File: src/design/rob_defs.svh
// queue depth is a power of two set by ROB_IDX_W (2 to 7); PCs are word aligned, bits 31:2 only
`ifndef ROB_DEFS_SVH
`define ROB_DEFS_SVH

// queue index width, depth follows from it
`define ROB_IDX_W 4
`define ROB_DEPTH (1 << `ROB_IDX_W)

// data path width of the core
`define XLEN 32

// word-aligned pc, bits 31 down to 2
`define PC_W 30

// branch predictor tag carried through to retirement
`define BPTAG_W 16

// architectural register index
`define REG_IDX_W 5

`endif

File: src/design/op_pkg.sv
// decoded instruction view only; cause codes outside the named set pass through unnamed
`default_nettype none

`include "rob_defs.svh"

package op_pkg;

  // how an instruction behaves when it retires
  typedef struct packed {
    logic branch;
    logic csr;
    logic serialize;
    logic store;
    logic br_invert;
  } retop_t;

  // destination register, none set means no writeback
  typedef struct packed {
    logic                  none;
    logic [`REG_IDX_W-1:0] idx;
  } dest_t;

  typedef enum logic [4:0] {
    ECAUSE_FETCH_MISALIGNED = 5'd0,
    ECAUSE_FETCH_FAULT      = 5'd1,
    ECAUSE_ILLEGAL          = 5'd2,
    ECAUSE_LOAD_FAULT       = 5'd5,
    ECAUSE_STORE_FAULT      = 5'd7
  } ecause_t;

endpackage

`default_nettype wire

File: src/design/ret_pkg.sv
// one queue entry layout; forwarded jumps keep the link in target and the destination in result
`default_nettype none

`include "rob_defs.svh"

package ret_pkg;

  import op_pkg::*;

  typedef struct packed {
    logic                error;
    ecause_t             ecause;
    retop_t              retop;
    logic [`PC_W-1:0]    pc;
    dest_t               dest;
    logic [`XLEN-1:0]    result;
    logic [`PC_W-1:0]    target;
    logic [`BPTAG_W-1:0] bptag;
    logic                bptaken;
    logic                forwarded;
  } rob_entry_t;

endpackage

`default_nettype wire

File: src/design/arch_regfile.sv
// 32 x XLEN registers, one write and one combinational read; x0 is hardwired to zero
`default_nettype none
`timescale 1ns/10ps

`include "rob_defs.svh"

module arch_regfile (
  input  logic                  clk,
  input  logic                  rst_n,
  input  logic                  commit,
  input  logic [`REG_IDX_W-1:0] commit_idx,
  input  logic [`XLEN-1:0]      commit_data,
  input  logic [`REG_IDX_W-1:0] rd_idx,
  output logic [`XLEN-1:0]      rd_data
);

  localparam int unsigned NREGS = 1 << `REG_IDX_W;

  logic [`XLEN-1:0] regs [NREGS];

  always_ff @(posedge clk) begin
    if (!rst_n) begin
      for (int i = 0; i < NREGS; i++) begin
        regs[i] <= '0;
      end
    end else if (commit && (commit_idx != '0)) begin
      regs[commit_idx] <= commit_data;
    end
  end

  // x0 never holds a value
  assign rd_data = (rd_idx == '0) ? '0 : regs[rd_idx];

endmodule

`default_nettype wire

File: src/design/retire_unit.sv
// purely combinational; outputs are meaningful only while ret_valid is high
`default_nettype none
`timescale 1ns/10ps

`include "rob_defs.svh"

module retire_unit
  import op_pkg::*, ret_pkg::*;
(
  input  logic                  ret_valid,
  input  rob_entry_t            ret_entry,
  input  logic [`PC_W-1:0]      csr_tvec,
  output logic                  flush,
  output logic [`PC_W-1:0]      flush_pc,
  output logic                  ret_ok,
  output logic                  commit,
  output logic [`REG_IDX_W-1:0] commit_idx,
  output logic [`XLEN-1:0]      commit_data,
  output logic                  ret_store,
  output logic                  ret_branch,
  output logic [`BPTAG_W-1:0]   ret_bptag,
  output logic                  ret_bptaken,
  output logic                  ret_csr,
  output logic                  csr_valid,
  output logic [`PC_W-1:0]      csr_epc,
  output ecause_t               csr_ecause
);

  logic br_taken;
  logic mispredict;
  logic exc;
  logic redirect;

  // br_invert flips the sense of result bit 0
  assign br_taken   = ret_entry.result[0] ^ ret_entry.retop.br_invert;
  assign mispredict = ret_entry.retop.branch && (br_taken != ret_entry.bptaken);

  assign ret_ok   = ret_valid && !ret_entry.error;
  assign exc      = ret_valid && ret_entry.error;
  assign redirect = ret_ok && (ret_entry.retop.serialize || mispredict);
  assign flush    = exc || redirect;

  // traps go to the vector, everything else to the computed destination
  assign flush_pc = ret_entry.error     ? csr_tvec :
                    ret_entry.forwarded ? ret_entry.result[`PC_W+1:2] :
                                          ret_entry.target;

  // jumps write back their link address
  assign commit      = ret_ok && !ret_entry.dest.none && !ret_entry.retop.store;
  assign commit_idx  = ret_entry.dest.idx;
  assign commit_data = ret_entry.forwarded ? {ret_entry.target, 2'b00} : ret_entry.result;

  assign ret_store   = ret_ok && ret_entry.retop.store;
  assign ret_csr     = ret_ok && ret_entry.retop.csr;

  // predictor update gets the resolved direction
  assign ret_branch  = ret_ok && ret_entry.retop.branch;
  assign ret_bptag   = ret_entry.bptag;
  assign ret_bptaken = br_taken;

  assign csr_valid  = exc;
  assign csr_epc    = ret_entry.pc;
  assign csr_ecause = ret_entry.ecause;

endmodule

`default_nettype wire

File: src/design/rob_queue.sv
// one decode, one writeback per cycle; writebacks target occupied slots, dropped after a flush
`default_nettype none
`timescale 1ns/10ps

`include "rob_defs.svh"

module rob_queue
  import op_pkg::*, ret_pkg::*;
(
  input  logic                  clk,
  input  logic                  rst_n,
  input  logic                  decode_valid,
  input  logic                  decode_error,
  input  logic [1:0]            decode_ecause,
  input  retop_t                decode_retop,
  input  logic [`PC_W-1:0]      decode_pc,
  input  dest_t                 decode_dest,
  input  logic [`BPTAG_W-1:0]   decode_bptag,
  input  logic                  decode_bptaken,
  input  logic                  decode_forward,
  input  logic [`PC_W-1:0]      decode_target,
  output logic                  full,
  output logic [`ROB_IDX_W-1:0] robid,
  input  logic                  wb_valid,
  input  logic                  wb_error,
  input  ecause_t               wb_ecause,
  input  logic [`ROB_IDX_W-1:0] wb_robid,
  input  logic [`XLEN-1:0]      wb_result,
  input  logic                  flush,
  output logic                  ret_valid,
  output rob_entry_t            ret_entry
);

  localparam int unsigned DEPTH = `ROB_DEPTH;

  // pointers carry a wrap bit above the index
  logic [`ROB_IDX_W:0]   head_ptr;
  logic [`ROB_IDX_W:0]   tail_ptr;
  logic [`ROB_IDX_W:0]   head_next;
  logic [`ROB_IDX_W:0]   rd_ptr;
  logic [`ROB_IDX_W:0]   occupancy;
  logic [`ROB_IDX_W-1:0] wb_offset;
  logic                  wb_in_range;
  logic                  rd_empty;
  logic                  decode_beat;
  logic                  wb_beat;
  logic                  wb_block;
  logic [DEPTH-1:0]      executed;
  rob_entry_t            mem [DEPTH];

  // look ahead one slot while the current head is retiring
  assign head_next = head_ptr + 1'b1;
  assign rd_ptr    = ret_valid ? head_next : head_ptr;
  assign rd_empty  = (rd_ptr == tail_ptr);

  assign full  = (head_ptr[`ROB_IDX_W-1:0] == tail_ptr[`ROB_IDX_W-1:0]) &&
                 (head_ptr[`ROB_IDX_W] != tail_ptr[`ROB_IDX_W]);
  assign robid = tail_ptr[`ROB_IDX_W-1:0];

  assign decode_beat = decode_valid && !full;
  assign wb_beat     = wb_valid && !wb_block;

  // occupied slots run from head up to tail minus one
  assign occupancy   = tail_ptr - head_ptr;
  assign wb_offset   = wb_robid - head_ptr[`ROB_IDX_W-1:0];
  assign wb_in_range = ({1'b0, wb_offset} < occupancy);

  always_ff @(posedge clk) begin
    if (!rst_n || flush) begin
      head_ptr <= '0;
    end else if (ret_valid) begin
      head_ptr <= head_next;
    end
  end

  always_ff @(posedge clk) begin
    if (!rst_n || flush) begin
      tail_ptr <= '0;
    end else if (decode_beat) begin
      tail_ptr <= tail_ptr + 1'b1;
    end
  end

  // writebacks still in the pipe from before a flush arrive one cycle late
  always_ff @(posedge clk) begin
    if (!rst_n) begin
      wb_block <= 1'b0;
    end else begin
      wb_block <= flush;
    end
  end

  always_ff @(posedge clk) begin
    if (!rst_n) begin
      executed <= '0;
    end else begin
      if (decode_beat) begin
        executed[robid] <= decode_error || decode_retop.store;
      end
      if (wb_beat) begin
        executed[wb_robid] <= 1'b1;
      end
    end
  end

  always_ff @(posedge clk) begin
    if (decode_beat) begin
      mem[robid] <= '{
        error:     decode_error,
        ecause:    ecause_t'({3'b000, decode_ecause}),
        retop:     decode_retop,
        pc:        decode_pc,
        dest:      decode_dest,
        result:    '0,
        target:    decode_target,
        bptag:     decode_bptag,
        bptaken:   decode_bptaken,
        forwarded: decode_forward
      };
    end
    if (wb_beat) begin
      mem[wb_robid].error  <= wb_error;
      mem[wb_robid].ecause <= wb_ecause;
      mem[wb_robid].result <= wb_result;
    end
  end

  // read stage
  always_ff @(posedge clk) begin
    if (!rst_n || flush) begin
      ret_valid <= 1'b0;
    end else begin
      ret_valid <= executed[rd_ptr[`ROB_IDX_W-1:0]] && !rd_empty;
    end
  end

  always_ff @(posedge clk) begin
    ret_entry <= mem[rd_ptr[`ROB_IDX_W-1:0]];
  end

  // an accepted entry always finds a free slot by pointer distance
  a_no_accept_full: assert property (@(posedge clk) disable iff (!rst_n)
    decode_beat |-> occupancy < DEPTH);

  a_wb_occupied: assert property (@(posedge clk) disable iff (!rst_n)
    wb_beat |-> wb_in_range);

endmodule

`default_nettype wire

File: src/design/rob_top.sv
// ret_valid covers non-error retirements only; traps show up on csr_valid
`default_nettype none
`timescale 1ns/10ps

`include "rob_defs.svh"

module rob_top
  import op_pkg::*, ret_pkg::*;
(
  input  logic                  clk,
  input  logic                  rst_n,
  input  logic                  decode_valid,
  input  logic                  decode_error,
  input  logic [1:0]            decode_ecause,
  input  retop_t                decode_retop,
  input  logic [`PC_W-1:0]      decode_pc,
  input  dest_t                 decode_dest,
  input  logic [`BPTAG_W-1:0]   decode_bptag,
  input  logic                  decode_bptaken,
  input  logic                  decode_forward,
  input  logic [`PC_W-1:0]      decode_target,
  output logic                  full,
  output logic [`ROB_IDX_W-1:0] robid,
  input  logic                  wb_valid,
  input  logic                  wb_error,
  input  ecause_t               wb_ecause,
  input  logic [`ROB_IDX_W-1:0] wb_robid,
  input  logic [`XLEN-1:0]      wb_result,
  input  logic [`PC_W-1:0]      csr_tvec,
  output logic                  flush,
  output logic [`PC_W-1:0]      flush_pc,
  output logic                  ret_valid,
  output logic                  commit,
  output logic [`REG_IDX_W-1:0] commit_idx,
  output logic [`XLEN-1:0]      commit_data,
  output logic                  ret_store,
  output logic                  ret_branch,
  output logic [`BPTAG_W-1:0]   ret_bptag,
  output logic                  ret_bptaken,
  output logic                  ret_csr,
  output logic                  csr_valid,
  output logic [`PC_W-1:0]      csr_epc,
  output ecause_t               csr_ecause,
  input  logic [`REG_IDX_W-1:0] rd_idx,
  output logic [`XLEN-1:0]      rd_data
);

  // head entry out of the read stage
  logic       q_ret_valid;
  rob_entry_t q_ret_entry;

  rob_queue u_queue (
    .clk            (clk),
    .rst_n          (rst_n),
    .decode_valid   (decode_valid),
    .decode_error   (decode_error),
    .decode_ecause  (decode_ecause),
    .decode_retop   (decode_retop),
    .decode_pc      (decode_pc),
    .decode_dest    (decode_dest),
    .decode_bptag   (decode_bptag),
    .decode_bptaken (decode_bptaken),
    .decode_forward (decode_forward),
    .decode_target  (decode_target),
    .full           (full),
    .robid          (robid),
    .wb_valid       (wb_valid),
    .wb_error       (wb_error),
    .wb_ecause      (wb_ecause),
    .wb_robid       (wb_robid),
    .wb_result      (wb_result),
    .flush          (flush),
    .ret_valid      (q_ret_valid),
    .ret_entry      (q_ret_entry)
  );

  retire_unit u_retire (
    .ret_valid   (q_ret_valid),
    .ret_entry   (q_ret_entry),
    .csr_tvec    (csr_tvec),
    .flush       (flush),
    .flush_pc    (flush_pc),
    .ret_ok      (ret_valid),
    .commit      (commit),
    .commit_idx  (commit_idx),
    .commit_data (commit_data),
    .ret_store   (ret_store),
    .ret_branch  (ret_branch),
    .ret_bptag   (ret_bptag),
    .ret_bptaken (ret_bptaken),
    .ret_csr     (ret_csr),
    .csr_valid   (csr_valid),
    .csr_epc     (csr_epc),
    .csr_ecause  (csr_ecause)
  );

  arch_regfile u_regfile (
    .clk         (clk),
    .rst_n       (rst_n),
    .commit      (commit),
    .commit_idx  (commit_idx),
    .commit_data (commit_data),
    .rd_idx      (rd_idx),
    .rd_data     (rd_data)
  );

endmodule

`default_nettype wire

File: config.mk
export PLATFORM = sky130hd
export DESIGN_NAME = rob_top
export DESIGN_NICKNAME = d
export VERILOG_FILES = /design/src/design/op_pkg.sv /design/src/design/ret_pkg.sv /design/src/design/arch_regfile.sv /design/src/design/retire_unit.sv /design/src/design/rob_queue.sv /design/src/design/rob_top.sv
export VERILOG_INCLUDE_DIRS = /design/src /design/src/design
export SDC_FILE = /design/constraint.sdc
export NUM_CORES = 2
export LEC_CHECK = 0
export BUFFER_PORTS_ARGS = -buffer_cell sky130_fd_sc_hd__buf_2
export CORE_MARGIN = 3
export CORE_UTILIZATION = 55
export CTS_CLUSTER_DIAMETER = 60
export CTS_CLUSTER_SIZE = 8
export DETAILED_ROUTE_END_ITERATION = 12
export PLACE_DENSITY = 0.67
export SETUP_SLACK_MARGIN = 0.1
export SLEW_MARGIN = 20
export SYNTH_ARGS = -nofsm -noshare
export SYNTH_HDL_FRONTEND = slang
export SYNTH_SLANG_ARGS = --single-unit
File: constraint.sdc
create_clock -name clk -period 7 [get_ports clk]
set_clock_uncertainty 0.15 [all_clocks]
set_input_delay 1.75 -clock clk [delete_from_list [all_inputs] [get_ports clk]]
set_output_delay 1.75 -clock clk [all_outputs]
set_load 0.01 [all_outputs]
==> metrics.cfg <==
[status]
outcome=completed

[global_route]
grt_pass1_vias=86600
antenna_found_initial=67
grt_overflow=0
track_usage_pct=30.9
grt_max_degree=174
grt_pass1_wl_um=596000

[yosys]
synth_edf_count=3056
synth_async_sr_flop_share_pct=0
synth_top_area_share_pct=64.2
syn_inst=9095
yosys_warnings=0
yosysSeqAreaShare_pct=66.4
syn_area_um2=143000
synthTopCellsByArea=edfxtp_1 (64%), mux4_2 (12%), mux2i_1 (8.3%)
synth_common_cells=edfxtp_1 (3056), mux2i_1 (1189), nor2_1 (1086), mux4_2 (766), nand2_1 (529)
avgSynthCellArea_um2=15.7
synth_top_area_cell=edfxtp_1
ys.flop_type=edfxtp_1
synth.most_common_cell=edfxtp_1
ys_types=54
ys_ff_latch=3211

[critical_path]
critPathLaunch=rd_idx[3]
slowest_delay_ns=0.61
cp_max_fo=27
crit_chain=buf_4 -> buf_4 -> buf_4 -> mux4_2 -> nor2_1 -> nor3_1 -> buf_2
cp_common_cell=buf_4
cp_num_buf_inv=4
arrival_ns=4.37
path_delay_family=buffers and inverters
worstSetupEndpointType=primary output
start_kind=input port
cp_slowest_cell=buf_4
worst-setup-path-type=in2out
reg2reg_from=u_queue.ret_valid
required_ns=5.10

[routing]
avgViaCountPerCell=6.57
vias=85300
drc=0
dr.pass1.iters=6
drt-initial-drc-count=11200
routed_wl_um=413000
antenna_left=0
routedWlPerCell_um=31.8

[pwr]
comb_power_share_pct=8.5
p_clk_share_pct=43.4
seqPwrFrac_pct=48.1
cellLeakagePower_nw=55.5
power.switching_mw=10.6
power.internal_mw=34.8
powerDensity_nw_per_um2=282
switching_share_pct=23.3
peakVddDrop_uv=300

[clock_tree]
cts_resized=0
ctsHoldBuffers=0
cts_setup_buffers=0
cts_tree=built
max-clock-path-buffers=4
htree_levels=5
clk_pin_slew_ns=0.05
cts-buffers-inserted=452
clk_latency_ns=1.00
cts-root-buf=clkbuf_16
cts.sink_count=3211

[finish]
final_layout_size_suffix_gt1_share_pct=20.3
nets=9482
final_cells=13000
utilization_pct=62.5
syn2layout_area_growth_pct=12.6

[placed_design]
globalplace.congestion=0.881
dp.final_hpwl_um=224000
place_ws_ns=0.766
io_buffer_count=335
dp.cells=12200

[timing]
worst_pin_slew_ns=1.23
fmax_mhz=159
fin_hold_ws_ns=0.409
fin_crit_ns=6.27
fin_tns_setup_ns=0
setup_viol=0
slew_headroom_pct=17.8
period_share_pct=89.6
drv_slew=0
setup_slack_ns=0.727
rsz0062_at_grt=false
finalHoldViolations=0

[die]
die_height_um=516
coreArea_um2=258000
dieArea_um2=266000
die_x_um=516
io_pins=336
initial_utilization_pct=55.5
fp-row-count=186

[run]
cap_violations=0

[worst_hold_path]
hold_class=reg2reg
worst_hold_startpoint=u_queue.executed[13]

==> logic make-up (layout without fill, tap and decap cells) <==
family,count (synthesis),after routing,share of synthesized area [%]
AO/OA/AOI/OAI,445,445,2.09
XOR/XNOR,23,23,0.159
adder cells (fa/ha/maj),5,5,0.0438
buffers and inverters,1011,1452,3.17
flip-flops,3211,3211,66.4
multiplexers,1958,1958,20.4
other,1,66,0.00262
AND/OR/NAND/NOR,2441,2441,7.75
==> worst reg2reg max path, cell delays in order, from the launching register on <==
cell and delay (ns):
dfxtp_4 0.77, nor4b_4 0.91, nand3_1 0.28, nor2_1 0.29
nand2_1 0.12, buf_4 0.33, nand2_1 0.87, buf_4 0.49
==> registers in the layout (all words and copies together) (netlist names) <==
signal	cells
u_queue.head_ptr	5
u_queue.ret_entry	127
u_queue.ret_valid	1
u_queue.executed	16
u_queue.mem	2032
u_queue.tail_ptr	5
u_queue.wb_block	1
u_regfile.regs	1024
==> through the flow <==
step	power, mW	instance area (um^2)
after floorplan	24.3	143000
after global routing	46.6	161000
after global placement	25.9	148000
final	45.4	161000
after detailed placement	26.0	148000
after CTS	45.6	161000
==> path summary, 6_finish.rpt <==
| check | cells after the start | slack, ns | endpoint |
|---|---|---|---|
| max | 7 | 0.73 | rd_data[6] |
| min | 2 | 0.41 | u_queue.executed[13] |
| max reg2reg | 7 | 2.42 | u_regfile.regs[23][1] |
| min reg2reg | 2 | 0.41 | u_queue.executed[13] |
==> area by class of cell <==
type / instances / area [um^2]
Antenna cell: 34 / 85.1
Clock buffer: 706 / 12400
Clock inverter: 11 / 223
Fill cell: 18300 / 96700
Inverter: 145 / 624
Multi-Input combinational cell: 4904 / 44300
Sequential cell: 3211 / 94900
Tap cell: 3384 / 4230
Timing Repair Buffer: 590 / 4210
==> power groups by stage <==
stage / sequential [mW] / clock (mW) / combinational, mW
2_1_floorplan: 22.0 / 0 / 2.31
6_report: 21.9 / 19.7 / 3.86
5_1_grt: 21.9 / 20.7 / 4.05
4_1_cts: 21.8 / 19.9 / 3.84
3_5_place_dp: 22.2 / 0 / 3.83
3_3_place_gp: 22.2 / 0 / 3.75
==> routing by layer <==
| layer | part of all wire [%] | wire length, um | up-vias | GRT usage (%) |
|---|---|---|---|---|
| met3 | 9.9 | 41000 | 943 | 6.17 |
| met1 | 38 | 156000 | 44100 | 41.8 |
| met2 | 48 | 197000 | 4920 | 49.3 |
| met4 | 4.4 | 18200 | 36 | 12.9 |
| li1 | - | - | 35300 | - |
| met5 | 0.053 | 218 | - | 0 |
==> layout by cell type (no fill, tap or decap), types with 67 or more instances in the layout <==
master     count
edfxtp_1    3056
mux2i_1     1158
nor2_1      1080
mux4_2       766
and3_1       526
nand2_1      505
clkbuf_16    457
buf_2        331
clkbuf_1     247
buf_4        211
dfxtp_1      150
inv_1        127
nand3_1      114
o21ai_0      110
and2_1        83
o221ai_1      78
a21oi_1       67
Note: power is estimated with default switching activity, not from simulation.
